$ cat src/common/npu_ctrl_pkg.sv
`default_nettype none

package npu_ctrl_pkg;

   //////////////////////////////////////////////////
   // Widths and FC geometry
   //////////////////////////////////////////////////
   localparam int ACT_ADDR_W  = 13;
   localparam int FILT_ADDR_W = 11;
   localparam int NUM_BANKS   = 32;
   localparam int ROW_CNT_W   = 6;
   localparam int CLASS_W     = 5;

   // FC1 input volume, flattened row first
   localparam int FC1_ROWS    = 4;
   localparam int FC1_COLS    = 4;
   localparam int FC1_IN_CH   = 24;
   localparam int FC2_LEN     = 64;

   // Value seen on npu_layer_in_progress
   typedef enum logic [2:0] {
      LAYER_IDLE    = 3'd0,
      LAYER_FC1_1   = 3'd4,
      LAYER_FC1_2   = 3'd5,
      LAYER_FC2     = 3'd6,
      LAYER_SOFTMAX = 3'd7
   } npu_layer_e;

   //////////////////////////////////////////////////
   // Pipeline payloads
   //////////////////////////////////////////////////
   typedef struct packed {
      logic                  valid;
      npu_layer_e            layer;
      logic [ACT_ADDR_W-1:0] addr;
      logic                  first;
      logic                  last;
   } fc_step_t;

   typedef struct packed {
      logic                  en;
      logic [ACT_ADDR_W-1:0] addr;
   } act_rd_t;

   typedef struct packed {
      logic [NUM_BANKS-1:0]   bank_en;
      logic [FILT_ADDR_W-1:0] addr;
   } filt_rd_t;

   typedef struct packed {
      logic [NUM_BANKS-1:0] en;
      logic                 start;
      logic                 last;
   } mac_ctl_t;

   typedef struct packed {
      logic [ACT_ADDR_W-1:0]  act_offset;
      logic [FILT_ADDR_W-1:0] filt_start;
      logic [FILT_ADDR_W-1:0] filt_end;
      logic [NUM_BANKS-1:0]   bank_mask;
   } layer_cfg_t;

   // Indexed by layer code, unused codes read as zero
   localparam layer_cfg_t LAYER_CFG [8] = '{
      LAYER_FC1_1: '{act_offset: 13'h1800, filt_start: 11'h000, filt_end: 11'h17F,
                     bank_mask: 32'hFFFF_FFFF},
      LAYER_FC1_2: '{act_offset: 13'h1800, filt_start: 11'h180, filt_end: 11'h2FF,
                     bank_mask: 32'hFFFF_FFFF},
      LAYER_FC2:   '{act_offset: 13'h1A00, filt_start: 11'h300, filt_end: 11'h33F,
                     bank_mask: 32'h0000_03FF},
      default:     '0
   };

endpackage

`default_nettype wire

$ cat src/fc_walk/npu_ctrl_delay.sv
`timescale 1ns/1ps
`default_nettype none

module npu_ctrl_delay #(
   parameter type payload_t = logic,
   parameter int  DEPTH     = 1
) (
   input  wire logic     npu_clk,
   input  wire logic     npu_rst_n,
   input  wire payload_t din,
   output payload_t      dout
);

   payload_t pipe [DEPTH];

   // Plain shift chain, stage 0 takes the input
   always_ff @(posedge npu_clk or negedge npu_rst_n) begin
      if (!npu_rst_n) begin
         for (int i = 0; i < DEPTH; i++) begin
            pipe[i] <= '0;
         end
      end else begin
         pipe[0] <= din;
         for (int i = 1; i < DEPTH; i++) begin
            pipe[i] <= pipe[i-1];
         end
      end
   end

   assign dout = pipe[DEPTH-1];

endmodule

`default_nettype wire

$ cat src/fc_walk/npu_fc_act_walker.sv
`timescale 1ns/1ps
`default_nettype none

module npu_fc_act_walker
   import npu_ctrl_pkg::*;
(
   input  wire logic       npu_clk,
   input  wire logic       npu_rst_n,
   input  wire npu_layer_e layer,
   output fc_step_t        step
);

   localparam int ROW_W = $clog2(FC1_ROWS);
   localparam int COL_W = $clog2(FC1_COLS);
   localparam int CH_W  = $clog2(FC1_IN_CH);
   localparam int F2_W  = $clog2(FC2_LEN);

   logic [ROW_W-1:0]      row_cnt;
   logic [COL_W-1:0]      col_cnt;
   logic [CH_W-1:0]       ch_cnt;
   logic [F2_W-1:0]       fc2_cnt;
   logic                  in_fc1;
   logic                  in_fc2;
   logic                  row_max;
   logic                  col_max;
   logic                  ch_max;
   logic [ACT_ADDR_W-1:0] fc1_addr;
   logic                  active;
   npu_layer_e            fin_layer;

   assign in_fc1  = (layer == LAYER_FC1_1) || (layer == LAYER_FC1_2);
   assign in_fc2  = (layer == LAYER_FC2);
   assign row_max = (row_cnt == ROW_W'(FC1_ROWS - 1));
   assign col_max = (col_cnt == COL_W'(FC1_COLS - 1));
   assign ch_max  = (ch_cnt == CH_W'(FC1_IN_CH - 1));

   // A wait state keeps the code of the layer just walked, so that layer stays quiet
   assign active  = (in_fc1 || in_fc2) && (layer != fin_layer);

   // Flatten order is row, then column, then channel
   assign fc1_addr = ACT_ADDR_W'(ch_cnt) * ACT_ADDR_W'(FC1_ROWS * FC1_COLS)
                   + ACT_ADDR_W'(row_cnt) * ACT_ADDR_W'(FC1_COLS)
                   + ACT_ADDR_W'(col_cnt);

   always_ff @(posedge npu_clk or negedge npu_rst_n) begin
      if (!npu_rst_n) begin
         row_cnt   <= '0;
         col_cnt   <= '0;
         ch_cnt    <= '0;
         fc2_cnt   <= '0;
         fin_layer <= LAYER_IDLE;
      end else begin
         if (!in_fc1) begin
            row_cnt <= '0;
            col_cnt <= '0;
            ch_cnt  <= '0;
         end else if (active) begin
            row_cnt <= row_max ? '0 : row_cnt + ROW_W'(1);
            if (row_max) col_cnt <= col_max ? '0 : col_cnt + COL_W'(1);
            if (row_max && col_max) ch_cnt <= ch_max ? '0 : ch_cnt + CH_W'(1);
         end
         // FC2 reads linearly and parks on the last element
         if (!in_fc2) fc2_cnt <= '0;
         else if (active && fc2_cnt != F2_W'(FC2_LEN - 1)) fc2_cnt <= fc2_cnt + F2_W'(1);
         // Layer whose last step went out, kept until the NPU idles
         if (layer == LAYER_IDLE) fin_layer <= LAYER_IDLE;
         else if (step.valid && step.last) fin_layer <= layer;
      end
   end

   always_comb begin
      step       = '0;
      step.layer = layer;
      if (active && in_fc1) begin
         step.valid = 1'b1;
         step.addr  = fc1_addr;
         step.first = (row_cnt == '0) && (col_cnt == '0) && (ch_cnt == '0);
         step.last  = row_max && col_max && ch_max;
      end else if (active && in_fc2) begin
         step.valid = 1'b1;
         step.addr  = ACT_ADDR_W'(fc2_cnt);
         step.first = (fc2_cnt == '0);
         step.last  = (fc2_cnt == F2_W'(FC2_LEN - 1));
      end
   end

endmodule

`default_nettype wire

$ cat src/rtl/npu_ctrl_top.sv
`timescale 1ns/1ps
`default_nettype none

module npu_ctrl_top
   import npu_ctrl_pkg::*;
#(
   parameter int RESULT_WAIT = 64
) (
   input  wire logic                 npu_clk,
   input  wire logic                 npu_rst_n,
   // CPU image write side
   input  wire logic                 cfg_write_row_p,
   input  wire logic [ROW_CNT_W-1:0] cfg_thrshld_num_rows_to_start,
   // Softmax unit
   input  wire logic                 softmax_result_valid_p,
   input  wire logic [CLASS_W-1:0]   softmax_class_predicted,
   // MAC array status
   input  wire logic [NUM_BANKS-1:0] mac_overflow,
   input  wire logic [NUM_BANKS-1:0] act_overflow,
   // Status
   output logic                      npu_active,
   output logic                      npu_done,
   output npu_layer_e                npu_layer_in_progress,
   output logic [ROW_CNT_W-1:0]      img_num_rows_written,
   output logic [CLASS_W-1:0]        npu_class_predicted,
   // Memory and MAC control
   output act_rd_t                   act_rd,
   output filt_rd_t                  filt_rd,
   output mac_ctl_t                  mac_ctl,
   output logic                      mac_overflow_lat,
   output logic                      act_overflow_lat
);

   fc_step_t step;

   npu_layer_fsm #(
      .RESULT_WAIT(RESULT_WAIT)
   ) npu_layer_fsm_inst (
      .npu_clk                       (npu_clk),
      .npu_rst_n                     (npu_rst_n),
      .cfg_write_row_p               (cfg_write_row_p),
      .cfg_thrshld_num_rows_to_start (cfg_thrshld_num_rows_to_start),
      .softmax_result_valid_p        (softmax_result_valid_p),
      .step                          (step),
      .layer                         (npu_layer_in_progress),
      .npu_active                    (npu_active),
      .npu_done                      (npu_done),
      .img_num_rows_written          (img_num_rows_written)
   );

   npu_status_regs npu_status_regs_inst (
      .npu_clk                 (npu_clk),
      .npu_rst_n               (npu_rst_n),
      .layer                   (npu_layer_in_progress),
      .softmax_result_valid_p  (softmax_result_valid_p),
      .softmax_class_predicted (softmax_class_predicted),
      .mac_overflow            (mac_overflow),
      .act_overflow            (act_overflow),
      .npu_class_predicted     (npu_class_predicted),
      .mac_overflow_lat        (mac_overflow_lat),
      .act_overflow_lat        (act_overflow_lat)
   );

   npu_fc_act_walker npu_fc_act_walker_inst (
      .npu_clk   (npu_clk),
      .npu_rst_n (npu_rst_n),
      .layer     (npu_layer_in_progress),
      .step      (step)
   );

   npu_mem_rd_gen npu_mem_rd_gen_inst (
      .npu_clk   (npu_clk),
      .npu_rst_n (npu_rst_n),
      .step      (step),
      .act_rd    (act_rd),
      .filt_rd   (filt_rd),
      .mac_ctl   (mac_ctl)
   );

endmodule

`default_nettype wire

$ cat src/rtl/npu_mem_rd_gen.sv
`timescale 1ns/1ps
`default_nettype none

module npu_mem_rd_gen
   import npu_ctrl_pkg::*;
(
   input  wire logic     npu_clk,
   input  wire logic     npu_rst_n,
   input  wire fc_step_t step,
   output act_rd_t       act_rd,
   output filt_rd_t      filt_rd,
   output mac_ctl_t      mac_ctl
);

   fc_step_t   step_d2;
   fc_step_t   s3;
   fc_step_t   s4;
   layer_cfg_t cfg2;
   layer_cfg_t cfg3;
   layer_cfg_t cfg4;
   mac_ctl_t   mac_nxt;

   npu_ctrl_delay #(
      .payload_t(fc_step_t),
      .DEPTH    (2)
   ) step_dly_inst (
      .npu_clk   (npu_clk),
      .npu_rst_n (npu_rst_n),
      .din       (step),
      .dout      (step_d2)
   );

   assign cfg2 = LAYER_CFG[step_d2.layer];
   assign cfg3 = LAYER_CFG[s3.layer];
   assign cfg4 = LAYER_CFG[s4.layer];

   //////////////////////////////////////////////////
   // Stage 3 act read, stage 4 banks, stage 5 filter addr
   //////////////////////////////////////////////////
   always_ff @(posedge npu_clk or negedge npu_rst_n) begin
      if (!npu_rst_n) begin
         act_rd  <= '0;
         filt_rd <= '0;
         s3      <= '0;
         s4      <= '0;
      end else begin
         act_rd.en      <= step_d2.valid;
         act_rd.addr    <= step_d2.addr + cfg2.act_offset;
         s3             <= step_d2;
         s4             <= s3;
         filt_rd.bank_en <= s3.valid ? cfg3.bank_mask : '0;
         // Filter addr walks the layer window and wraps at its end
         if (s4.valid) begin
            if (s4.first || (filt_rd.addr == cfg4.filt_end)) begin
               filt_rd.addr <= cfg4.filt_start;
            end else begin
               filt_rd.addr <= filt_rd.addr + FILT_ADDR_W'(1);
            end
         end
      end
   end

   always_comb begin
      mac_nxt = '0;
      if (s4.valid) begin
         mac_nxt.en    = cfg4.bank_mask;
         mac_nxt.start = s4.first;
         mac_nxt.last  = s4.last;
      end
   end

   // MAC strobes line up with the filter addr
   npu_ctrl_delay #(
      .payload_t(mac_ctl_t),
      .DEPTH    (1)
   ) mac_dly_inst (
      .npu_clk   (npu_clk),
      .npu_rst_n (npu_rst_n),
      .din       (mac_nxt),
      .dout      (mac_ctl)
   );

endmodule

`default_nettype wire

$ cat src/sequencer/npu_layer_fsm.sv
`timescale 1ns/1ps
`default_nettype none

module npu_layer_fsm
   import npu_ctrl_pkg::*;
#(
   parameter int RESULT_WAIT = 64
) (
   input  wire logic                 npu_clk,
   input  wire logic                 npu_rst_n,
   input  wire logic                 cfg_write_row_p,
   input  wire logic [ROW_CNT_W-1:0] cfg_thrshld_num_rows_to_start,
   input  wire logic                 softmax_result_valid_p,
   input  wire fc_step_t             step,
   output npu_layer_e                layer,
   output logic                      npu_active,
   output logic                      npu_done,
   output logic [ROW_CNT_W-1:0]      img_num_rows_written
);

   localparam int WAIT_W = $clog2(RESULT_WAIT + 1);

   typedef enum logic [2:0] {
      S_IDLE, S_FC1_1, S_WAIT1, S_FC1_2, S_WAIT2, S_FC2, S_SOFTMAX, S_DONE
   } state_e;

   state_e              state_q;
   state_e              state_d;
   logic [WAIT_W-1:0]   wait_cnt;
   logic                done_q;
   logic                in_wait;
   logic                wait_done;
   logic                trigger;
   logic                layer_end;

   assign trigger    = (img_num_rows_written >= cfg_thrshld_num_rows_to_start) &&
                       (|cfg_thrshld_num_rows_to_start);
   assign in_wait    = (state_q == S_WAIT1) || (state_q == S_WAIT2);
   assign wait_done  = in_wait && (wait_cnt == WAIT_W'(RESULT_WAIT - 1));
   // Walker last flag is the only end of layer marker
   assign layer_end  = step.valid && step.last;
   assign npu_done   = (state_q == S_DONE);
   assign npu_active = (state_q != S_IDLE) && (state_q != S_DONE);

   always_comb begin
      state_d = state_q;
      layer   = LAYER_IDLE;
      case (state_q)
         S_IDLE: begin
            if (trigger) state_d = S_FC1_1;
         end
         S_FC1_1: begin
            layer = LAYER_FC1_1;
            if (layer_end) state_d = S_WAIT1;
         end
         S_WAIT1: begin
            layer = LAYER_FC1_1;
            if (wait_done) state_d = S_FC1_2;
         end
         S_FC1_2: begin
            layer = LAYER_FC1_2;
            if (layer_end) state_d = S_WAIT2;
         end
         S_WAIT2: begin
            layer = LAYER_FC1_2;
            if (wait_done) state_d = S_FC2;
         end
         S_FC2: begin
            layer = LAYER_FC2;
            if (layer_end) state_d = S_SOFTMAX;
         end
         S_SOFTMAX: begin
            layer = LAYER_SOFTMAX;
            if (softmax_result_valid_p) state_d = S_DONE;
         end
         default: begin
            // Done holds until the CPU starts the next image
            layer = LAYER_SOFTMAX;
            if (cfg_write_row_p) state_d = S_IDLE;
         end
      endcase
   end

   always_ff @(posedge npu_clk or negedge npu_rst_n) begin
      if (!npu_rst_n) begin
         state_q              <= S_IDLE;
         wait_cnt             <= '0;
         done_q               <= 1'b0;
         img_num_rows_written <= '0;
      end else begin
         state_q  <= state_d;
         done_q   <= npu_done;
         wait_cnt <= in_wait ? wait_cnt + WAIT_W'(1) : '0;
         // Row count restarts one cycle into DONE
         if (npu_done && !done_q) begin
            img_num_rows_written <= '0;
         end else if (cfg_write_row_p) begin
            img_num_rows_written <= img_num_rows_written + ROW_CNT_W'(1);
         end
      end
   end

endmodule

`default_nettype wire

$ cat src/sequencer/npu_status_regs.sv
`timescale 1ns/1ps
`default_nettype none

module npu_status_regs
   import npu_ctrl_pkg::*;
(
   input  wire logic                 npu_clk,
   input  wire logic                 npu_rst_n,
   input  wire npu_layer_e           layer,
   input  wire logic                 softmax_result_valid_p,
   input  wire logic [CLASS_W-1:0]   softmax_class_predicted,
   input  wire logic [NUM_BANKS-1:0] mac_overflow,
   input  wire logic [NUM_BANKS-1:0] act_overflow,
   output logic [CLASS_W-1:0]        npu_class_predicted,
   output logic                      mac_overflow_lat,
   output logic                      act_overflow_lat
);

   logic idle;

   assign idle = (layer == LAYER_IDLE);

   always_ff @(posedge npu_clk or negedge npu_rst_n) begin
      if (!npu_rst_n) begin
         npu_class_predicted <= '0;
         mac_overflow_lat    <= 1'b0;
         act_overflow_lat    <= 1'b0;
      end else begin
         if (softmax_result_valid_p) npu_class_predicted <= softmax_class_predicted;
         // Sticky until the NPU goes back to idle
         mac_overflow_lat <= idle ? 1'b0 : (mac_overflow_lat || (|mac_overflow));
         act_overflow_lat <= idle ? 1'b0 : (act_overflow_lat || (|act_overflow));
      end
   end

endmodule

`default_nettype wire
$ cat config.mk
export PLATFORM = sky130hd
export DESIGN_NAME = npu_ctrl_top
export DESIGN_NICKNAME = d
export VERILOG_FILES = /design/src/common/npu_ctrl_pkg.sv /design/src/fc_walk/npu_ctrl_delay.sv /design/src/fc_walk/npu_fc_act_walker.sv /design/src/rtl/npu_ctrl_top.sv /design/src/rtl/npu_mem_rd_gen.sv /design/src/sequencer/npu_layer_fsm.sv /design/src/sequencer/npu_status_regs.sv
export SDC_FILE = /design/constraint.sdc
export NUM_CORES = 1
export LEC_CHECK = 0
export ABC_AREA = 1
export BUFFER_PORTS_ARGS = -buffer_cell sky130_fd_sc_hd__buf_4
export CORE_MARGIN = 2
export CORE_UTILIZATION = 35
export DETAILED_ROUTE_END_ITERATION = 6
export PLACE_DENSITY = 0.54
export SKIP_LAST_GASP = 1
export SLEW_MARGIN = 25
export SYNTH_ARGS = -nofsm -noshare
export SYNTH_HDL_FRONTEND = slang
export SYNTH_HIERARCHICAL = 1
export SYNTH_SLANG_ARGS = --single-unit
$ cat constraint.sdc
create_clock -name npu_clk -period 2.9 [get_ports npu_clk]
set_input_delay 0.435 -clock npu_clk [delete_from_list [all_inputs] [get_ports npu_clk]]
set_output_delay 0.435 -clock npu_clk [all_outputs]
set_load 0.05 [all_outputs]
* Word level (Yosys, flattened, before mapping)
Memories as Yosys holds them, arrays and structs flattened.
Index checks and enable logic that the tools add are counted.
** Word-level totals
- Flip-flop bits (word level) :: 182
- ROM bits :: 1608
- Input bits :: 79
- Output and inout port bits :: 109
- Logic and storage cells :: 167
- Memories :: 3
** Memory list
- (name not given) :: depth 8, width 67, rd ports 1, clocked after Yosys merged registers in 0, write ports 0, RTL line npu_mem_rd_gen.sv:33 : assign cfg2 = LAYER_CFG[step_d2.layer];
- (name not given) :: depth 8, width 67, rd ports 1, clocked after Yosys merged registers in 0, write ports 0, RTL line npu_mem_rd_gen.sv:34 : assign cfg3 = LAYER_CFG[s3.layer];
- (name not given) :: depth 8, width 67, rd ports 1, clocked after Yosys merged registers in 0, write ports 0, RTL line npu_mem_rd_gen.sv:35 : assign cfg4 = LAYER_CFG[s4.layer];
** Cells by class
- $add $sub $neg :: 10
- $lt $le $gt $ge :: 4
- Equality and inequality tests :: 30
- Mux-type cells :: 43
- Bitwise operators :: 3
- Reductions and logical operators :: 38
** Operators with widths (count)
- $mux W67 :: 2
- $mux W54 :: 2
- $mux W32 :: 3
- $reduce_or A32 Y1 :: 2
- $mux W34 :: 1
- $mux W3 :: 10
- $mux W6 :: 4
- $eq A3 B3 Y1 const B :: 7
- $pmux W3 S7 :: 1
- $mux W5 :: 4
- $mux W15 :: 1
- $mux W2 :: 7
- $add A13 B13 Y13 :: 1
- $add A13 B2 Y13 :: 1
- $logic_and A1 B1 Y1 :: 13
- $add A6 B1 Y6 const B :: 2
- $ge A4 B4 Y1 const B :: 3
- $ne A2 B1 Y1 const B :: 6
- $not A3 Y4 :: 3
- $pmux W3 S4 :: 1
- $add A11 B1 Y11 const B :: 1
- $eq A11 B11 Y1 :: 1
- $mux W11 :: 1
- $add A9 B4 Y10 :: 1
- 30 further kinds :: 50

* Logic depth before layout (Yosys ltp)
Gate-level depths: netlist of run 1.
- Depth after elaboration :: 13
- Gate-level depth with buffers :: 19
- Mapped depth without buffers :: 19

* Hierarchy
The synthesis of run 1 kept the hierarchy.
** Modules (own cells, without submodules)
- npu_mem_rd_gen :: instances 1, cells an instance 204, area an instance 1890.6 µm², sequential area each 950.9 µm²
- npu_fc_act_walker :: instances 1, cells an instance 180, area an instance 1280.0 µm², sequential area each 450.4 µm²
- npu_layer_fsm :: instances 1, cells an instance 154, area an instance 1143.6 µm², sequential area each 425.4 µm²
- npu_ctrl_delay at npu_mem_rd_gen_inst.step_dly_inst :: instances 1, cells an instance 57, area an instance 1093.5 µm², sequential area each 950.9 µm²
- npu_ctrl_delay at npu_mem_rd_gen_inst.mac_dly_inst :: instances 1, cells an instance 34, area an instance 850.8 µm², sequential area each 850.8 µm²
- npu_status_regs :: instances 1, cells an instance 79, area an instance 501.7 µm², sequential area each 175.2 µm²

* Worst setup path after synthesis of run 1
Ideal clock, no wire load.
- Path kind :: register -> register
- Start :: reg npu_layer_fsm_inst.state_q[2]
- End :: reg npu_layer_fsm_inst.state_q[2]
- Library setup time :: 117 ps
- Arrival time :: 3124 ps
- Required time :: 2783 ps
- Slack :: -341 ps
- Stages on the path, launching flop included :: 16
- Path buffers :: 0
- Clock period less this slack :: 3241 ps
- Path through :: dfrtp_1 inv_2 o21ai_0 inv_1 nand2_1 nand2_1 nand3_2 nand3_1 nand2_1 nand2_1 nand2_1 nand3_2 nor2_4 nand2_2 nand2_1 nand2_1
** RTL lines
- from (decl) :: RTL line npu_layer_fsm.sv:27 : state_e state_q;
- from (signal assigned) :: RTL line npu_layer_fsm.sv:91 : state_q <= state_d;

==> summary.md, run 1 <==
| Metric | Value |
|---|---|
| CTS sink cnt | 152 |
| Synthesized area per cell | 9.55 um2 |
| Crit Path Max Fanout | 7 |
| Die Wd | 143 um |
| Vias per Instance | 4.28 |
| Initial core utilization | 35.9% |
| Final Power | 10.8 mW |
| Area grow syn2layout | 29.2% |
| Worst slew margin | 57.7% |
| Die ar. | 20,400 um2 |
| Total grt overflow | 0 |
| Post-route cell area | 8730 um2 |
| WL final | 13,200 um |
| Via count | 4,863 |
| Final setup viols | 0 |
| Top FF cell, synth | dfrtp_1 |
| Endpoint class of the critical path | flop |
| MaxCap Viol Count | 0 |
| Slew Viols, Final | 0 |
| Vias in the first global route | 4,701 |
| Yosys cell types | 42 |
| H-tree depth | 4 |
| Post-route setup slack | 0.267 ns |
| Leak | 4.58 nW |
| Clk_skew | 0.00785 ns |
| Initial antenna violation count | 0 |
| Fmax | 380 MHz |
| Worst-Margin Slew | 0.634 ns |
| YS warnings | 6 |
| Final period util | 90.8% |
| Cts bufs inserted | 17 |
| Mapped Cells | 708 |
| #FFs+latches synth | 152 |
| EDFF count, synth | 0 |
| WP data arrival | 2.94 ns |
| Clk buf depth | 2 |
| Number of primary I/O pins | 188 |
| Worst R2R Start | npu_layer_fsm_inst/state_q[0]$_DFFE_PN0P_ |
| DP HPWL | 9850 um |
| Worst Hold Class | in2async |
| VDD IR-drop max | 0.426 mV |
| Final TNS setup | 0 ns |
| Clk_lat worst skew | 0.41 ns |
| Hold Fails Final Rpt | 0 |
| Pwr dens | 1230 nW/um2 |
| First-pass GRT wire length | 22,200 um |
| Setup crit start kind | flop |
| IO buf count | 187 |
| Post-route DRC | 0 |
| Dpl ws | 0.0841 ns |
| Share of cells above drive strength 1 | 29.0% |
| Status | finished, final reports clean |
| Synth Cell Area | 6760 um2 |
| ANT nets after route | 0 |
| TritonRoute pass-1 iters | 4 |
| Critical path origin | npu_layer_fsm_inst/state_q[0]$_DFFE_PN0P_ |
| Antenna Cells | 0 |
| Placer Congestion | 0.803 |
| Rows | 50 |
| Fin util | 46.4% |
| Placed cell areas | 8100 um2 |
| Clock transition at path regs | 0.06 ns |
| Async set-reset flop share out of synthesis | 100% |
| Register area share after synthesis | 56.3% |
| Kind of critical path | reg2reg |
| CTS tree | built |
| Largest net degree at the start of global routing | 72 |
| DR iter-0 viols | 258 |
| Min Clock Period, post-route | 2.63 ns |
| GR Util All Layers | 13.8% |
| CORE AREA | 18,800 um2 |
| CTS Root Cell | clkbuf_16 |
| Die height | 143 um |
| DR WL/cell | 11.6 um |
| Post-CTS setup buffers | 0 |
| NumNets Final | 969 |
| CP Data Required Time | 3.21 ns |
[what timing repair did]
action                                 CTS  global route
endpoints found under the hold margin    0             0
setup endpoints to repair                0             3
gates resized for setup                  0             6
hold buffers                             0             0
[cells in the mapped netlist, types with 2 or more instances]
cell type	n	share of area, %
a21boi_0	2	0.22
a21oi_1	6	0.44
a31oi_1	2	0.19
and2_0	2	0.19
and3_1	2	0.19
buf_4	57	6.3
dfrtp_1	152	56
ha_1	27	5.0
inv_1	78	4.3
inv_2	3	0.17
mux2_1	5	0.83
nand2_1	151	8.4
nand2_2	8	0.74
nand3_1	43	3.2
nand3_2	2	0.30
nand4_1	8	0.74
nor2_1	89	4.9
nor2_2	5	0.46
nor3_1	8	0.59
nor3b_1	2	0.22
o21ai_0	15	1.1
o22ai_1	5	0.46
or2_0	2	0.19
xnor2_1	5	0.65
xor2_1	12	1.6
[critical path, cell delays in order, from the launching register on]
cell     delay (ns)
dfrtp_2        0.41
inv_1          0.07
ha_1           0.24
nand2_1        0.09
nand2_1        0.06
nor2_1         0.20
a31oi_1        0.13
inv_2          0.15
nand3_2        0.18
inv_4          0.13
nand3_1        0.16
nand2_1        0.14
nand2_1        0.07
nand2_1        0.08
nand3_2        0.09
nor2_4         0.13
nand2_2        0.08
nand2_1        0.06
nand2_1        0.05
[power by group]
group / internal, mW / switching (mW) / total [mW]
Combinational: 1.49 / 3.85 / 5.34
Clock: 1.41 / 0.860 / 2.27
Sequential: 2.73 / 0.421 / 3.15
[final timing paths]
path | to | slack (ns) | depth (start not counted)
min reg2reg | npu_mem_rd_gen_inst/s3[0]$_DFF_PN0_ | 0.34 | 0
min in group npu_clk | npu_status_regs_inst/npu_class_predicted[4]$_DFFE_PN0P_ | 0.24 | 2
max reg2reg | npu_layer_fsm_inst/state_q[2]$_DFFE_PN0P_ | 0.27 | 18
max in group asynchronous | npu_mem_rd_gen_inst/act_rd[6]$_DFF_PN0_ | 2.08 | 2
max | npu_layer_fsm_inst/state_q[2]$_DFFE_PN0P_ | 0.27 | 18
min | npu_mem_rd_gen_inst/step_dly_inst/dout[12]$_DFF_PN0_ | 0.01 | 1
[cells in the final DEF (no fill, tap or decap), drive strengths merged, types with 2 or more instances in the layout]
cell      synthesis  layout
o22ai             5       5
bufinv            0       3
or2               3       3
mux2              5       5
buf              59     193
clkinvlp          0       2
nor3              9       9
clkbuf            1      19
dfrtp           152     152
nand2           159     159
and3              2       2
a21oi             7       7
nand4             8       8
ha               27      27
nand3            45      45
and2              2       2
nor4              2       2
xnor2             5       5
conb              1       4
a31oi             2       2
inv              81      85
o21ai            15      15
a21boi            3       3
clkinv            0       3
nor2             95      95
xor2             12      12
nor3b             2       2
[state kept, by name, indices dropped and copies added (netlist names)]
register / count
npu_status_regs_inst/mac_overflow_lat: 1
npu_mem_rd_gen_inst/s3: 6
npu_layer_fsm_inst/state_q: 3
npu_layer_fsm_inst/done_q: 1
npu_fc_act_walker_inst/fin_layer: 3
npu_mem_rd_gen_inst/act_rd: 13
npu_fc_act_walker_inst/col_cnt: 2
npu_status_regs_inst/act_overflow_lat: 1
npu_fc_act_walker_inst/fc2_cnt: 6
npu_status_regs_inst/npu_class_predicted: 5
npu_mem_rd_gen_inst/mac_dly_inst/dout: 34
npu_fc_act_walker_inst/ch_cnt: 5
npu_mem_rd_gen_inst/step_dly_inst/pipe: 19
npu_mem_rd_gen_inst/filt_rd: 13
npu_mem_rd_gen_inst/s4: 6
npu_layer_fsm_inst/img_num_rows_written: 6
npu_mem_rd_gen_inst/step_dly_inst/dout: 19
npu_layer_fsm_inst/wait_cnt: 7
npu_fc_act_walker_inst/row_cnt: 2
[metrics by stage]
step	cells	hold WS, ns
global route	1135	0.0574
finish	1135	0.0131
floorplan	711	0.139
CTS	1135	0.0359
global placement	1104	0.332
detailed placement	1104	0.335
[area by class of cell]
cell class	instances	area, um2
Fill cell	1854	10100
Timing Repair Buffer	193	1450
Sequential cell	152	3800
Tap cell	260	325
Clock inverter	12	165
Inverter	81	307
Clock buffer	19	453
Multi-Input combinational cell	418	2230
[cells by family after synthesis]
group	Yosys count	synth area share [%]
AND/OR/NAND/NOR	330	21.2
other	1	0.0555
buffers and inverters	141	11.1
multiplexers	5	0.833
AO/OA/AOI/OAI	35	3.29
flip-flops	152	56.3
XOR/XNOR	17	2.20
adder cells (fa/ha/maj)	27	5.00
[routing by layer]
metal	share of wire [%]	global-route usage [%]
met1	44	17.5
met2	48	22.4
met4	1.4	4.69
met3	6.6	4.23
met5	0	0
Power figures use the tool's default switching activity.
==> run 2, diff against run 1 <==
Clock period 2.9 ns to 3.2 ns, I/O delays scaled along.
==> run 2 against run 1 <==
Effect of this change:
- flip-flop and latch count unchanged
- fmax shrank 6.7%
- register-to-register slack better by 0.11 ns
- count of clock-buffer cells in the layout is the same
- critical path depth did not move
- non-clock buffer count is 3 lower
- clock power is 15% lower
- largest cell class unchanged
- cell area fell by 0.72%
==> summary.md, run 2 (synthesized netlist as in run 1, its figures left out) <==
| Metric | Value |
|---|---|
| Status | finished, final reports clean (unchanged) |
| Die ar. | 20,400 um2 (unchanged) |
| Total grt overflow | 0 (unchanged) |
| Vias in the first global route | 4,706 (was 4,701) |
| Kind of critical path | reg2reg (unchanged) |
| Clk_skew | 0.00778 ns (was 0.00785 ns) |
| Non-Filler Instances | 1,133 (was 1,135) |
| Placed cells | 1,101 (was 1,104) |
| WP data arrival | 3.13 ns (was 2.94 ns) |
| MaxCap Viol Count | 0 (unchanged) |
| Clk pwr share | 20.1% (was 21.1%) |
| CP Data Required Time | 3.51 ns (was 3.21 ns) |
| Final period util | 88.2% (was 90.8%) |
| Die Wd | 143 um (unchanged) |
| Rows | 50 (unchanged) |
| Hold Slack | 0.0571 ns (was 0.0131 ns) |
| Leading cell type in the layout, fill and taps excluded | buf_4 (unchanged) |
| First-pass GRT wire length | 21,700 um (was 22,200 um) |
| Leak | 4.55 nW (was 4.58 nW) |
| Cts bufs inserted | 17 (unchanged) |
| Clk_lat worst skew | 0.42 ns (was 0.41 ns) |
| Slowest stage cell, crit path | dfrtp_1 (was dfrtp_2) |
| CTS sink cnt | 152 (unchanged) |
| Reg-to-reg slack, setup | 0.38 ns (was 0.27 ns) |
| Largest net degree at the start of global routing | 67 (was 72) |
| VDD IR-drop max | 0.424 mV (was 0.426 mV) |
| Placer Congestion | 0.809 (was 0.803) |
| Sw frac | 48.2% (was 47.7%) |
| Area grow syn2layout | 28.3% (was 29.2%) |
| Post-route cell area | 8670 um2 (was 8730 um2) |
| TritonRoute pass-1 iters | 4 (unchanged) |
| Max reg flops | 34 (unchanged) |
| Fmax | 354 MHz (was 380 MHz) |
| Met2 routed WL | 6160 um (was 6280 um) |
| Met1 wire length | 5840 um (was 5870 um) |
| IO buf count | 187 (unchanged) |
| RR Endpoint | npu_layer_fsm_inst/state_q[0]$_DFFE_PN0P_ (was npu_layer_fsm_inst/state_q[2]$_DFFE_PN0P_) |
| Crit-path max cell delay | 0.45 ns (was 0.41 ns) |
| Crit Path Max Fanout | 7 (unchanged) |
| Post-route setup slack | 0.378 ns (was 0.267 ns) |
| Hold Fails Final Rpt | 0 (unchanged) |
| Worst slew margin | 61.1% (was 57.7%) |
| Hold buffer count at CTS | 0 (unchanged) |
| Number of primary I/O pins | 188 (unchanged) |
| H-tree depth | 4 (unchanged) |
| Critical path cell sequence | inv_1 -> ha_1 -> nand2_1 -> nand2_1 -> nor2_1 -> a31oi_1 -> inv_1 -> nand3_1 -> inv_2 -> nand3_1 -> nand2_1 -> nand2_1 -> nand2_1 -> nand3_2 -> nor2_4 -> nand2_2 -> nand2_1 -> nand2_1 (was inv_1 -> ha_1 -> nand2_1 -> nand2_1 -> nor2_1 -> a31oi_1 -> inv_2 -> nand3_2 -> inv_4 -> nand3_1 -> nand2_1 -> nand2_1 -> nand2_1 -> nand3_2 -> nor2_4 -> nand2_2 -> nand2_1 -> nand2_1) |
| Slew Viols, Final | 0 (unchanged) |
| Pwr dens | 1100 nW/um2 (was 1230 nW/um2) |
| Vias per Instance | 4.25 (was 4.28) |
| CORE AREA | 18,800 um2 (unchanged) |
| RSZ-0062 raised after global routing | no |
| DR iter-0 viols | 190 (was 258) |
| Antenna Cells | 0 (unchanged) |
| Post-CTS setup buffers | 0 (unchanged) |
| Min Clock Period, post-route | 2.82 ns (was 2.63 ns) |
| Final TNS setup | 0 ns (unchanged) |
| Post-route DRC | 0 (unchanged) |
| DP HPWL | 9740 um (was 9850 um) |
| GR Util All Layers | 13.6% (was 13.8%) |
| Final Power | 9.57 mW (was 10.8 mW) |
| Initial core utilization | 35.9% (unchanged) |
| DR WL met3 | 957 um (was 874 um) |
| Endpoint class of the critical path | flop (unchanged) |
| DR WL/cell | 11.6 um (about the same) |
| Reg power frac | 29.8% (was 29.3%) |
| NumNets Final | 966 (was 969) |
| Placed cell areas | 8090 um2 (was 8100 um2) |
| Clk buf depth | 2 (unchanged) |
| Crit-path leading delay family | simple AND/OR/NAND/NOR gates (unchanged) |
| Top sig layer | met4 (unchanged) |
| Switching pwr | 4.61 mW (was 5.13 mW) |
| Cell mode on critical path | nand2_1 (unchanged) |
| Most frequent cells in the layout | buf_4 (188), dfrtp_1 (152), nand2_1 (151) (was buf_4 (192), nand2_1 (151), dfrtp_1 (151)) |
| Logic gate share of total power | 50.0% (was 49.6%) |
| CTS Root Cell | clkbuf_16 (unchanged) |
| Worst Hold Class | in2async (unchanged) |
| Share of cells above drive strength 1 | 28.2% (was 29.0%) |
| Clock transition at path regs | 0.06 ns (about the same) |
| Fin util | 46.0% (was 46.4%) |
| Final setup viols | 0 (unchanged) |
| Initial antenna violation count | 0 (unchanged) |
| Dpl ws | 0.380 ns (was 0.0841 ns) |
| Worst path bufs/invs | 3 (unchanged) |
| Worst-Margin Slew | 0.583 ns (was 0.634 ns) |
| Reg2reg path depth | 18 (unchanged) |
| Worst R2R Start | npu_layer_fsm_inst/state_q[0]$_DFFE_PN0P_ (unchanged) |
| Post-CTS Resized | 0 (unchanged) |
| Setup crit start kind | flop (unchanged) |
| Fillers | 1,814 (was 1,854) |
| Via count | 4,813 (was 4,863) |
| Int Power | 4.96 mW (was 5.63 mW) |
| WL final | 13,100 um (was 13,200 um) |
| ANT nets after route | 0 (unchanged) |
| Die height | 143 um (unchanged) |
| CTS tree | built (unchanged) |
run 2: cell type report:
cell class                      count  area [um2]  area share [%]
Sequential cell                   152        3800            43.9
Multi-Input combinational cell    418        2220            25.6
Timing Repair Buffer              190        1440            16.6
Inverter                           81         304            3.51
Tap cell                          260         325            3.75
Clock buffer                       19         433            4.99
Clock inverter                     13         146            1.69
run 2: metal layers:
metal  vias to the layer above  track usage [%]
met1                      2158             16.5
li1                       2468                -
met2                       176             22.5
met3                        11             4.29
met5                         -                0
met4                         0             5.52
run 2: worst max-delay path by stage:
stage / from / to / slack [ns] / cells past startpoint
5_1_grt: npu_layer_fsm_inst/state_q[0]$_DFFE_PN0P_ / npu_layer_fsm_inst/state_q[2]$_DFFE_PN0P_ / 0.05 / 18
6_report: npu_layer_fsm_inst/state_q[0]$_DFFE_PN0P_ / npu_layer_fsm_inst/state_q[0]$_DFFE_PN0P_ / 0.38 / 18
3_3_place_gp: npu_layer_fsm_inst/state_q[0]$_DFFE_PN0P_ / npu_layer_fsm_inst/state_q[2]$_DFFE_PN0P_ / 0.51 / 18
2_1_floorplan: npu_layer_fsm_inst/state_q[0]$_DFFE_PN0P_ / npu_layer_fsm_inst/state_q[2]$_DFFE_PN0P_ / 0.40 / 18
3_5_place_dp: npu_layer_fsm_inst/state_q[0]$_DFFE_PN0P_ / npu_layer_fsm_inst/state_q[0]$_DFFE_PN0P_ / 0.38 / 18
4_1_cts: npu_layer_fsm_inst/state_q[0]$_DFFE_PN0P_ / npu_layer_fsm_inst/state_q[0]$_DFFE_PN0P_ / 0.37 / 18
run 2: power groups by stage:
stage	Clock [mW]	Combinational (mW)	Sequential (mW)
after global routing	2.09	5.17	2.94
after global placement	0	4.82	2.89
after detailed placement	0	4.84	2.89
after CTS	2.00	4.85	2.86
after floorplan	0	2.61	3.98
final	1.92	4.79	2.85
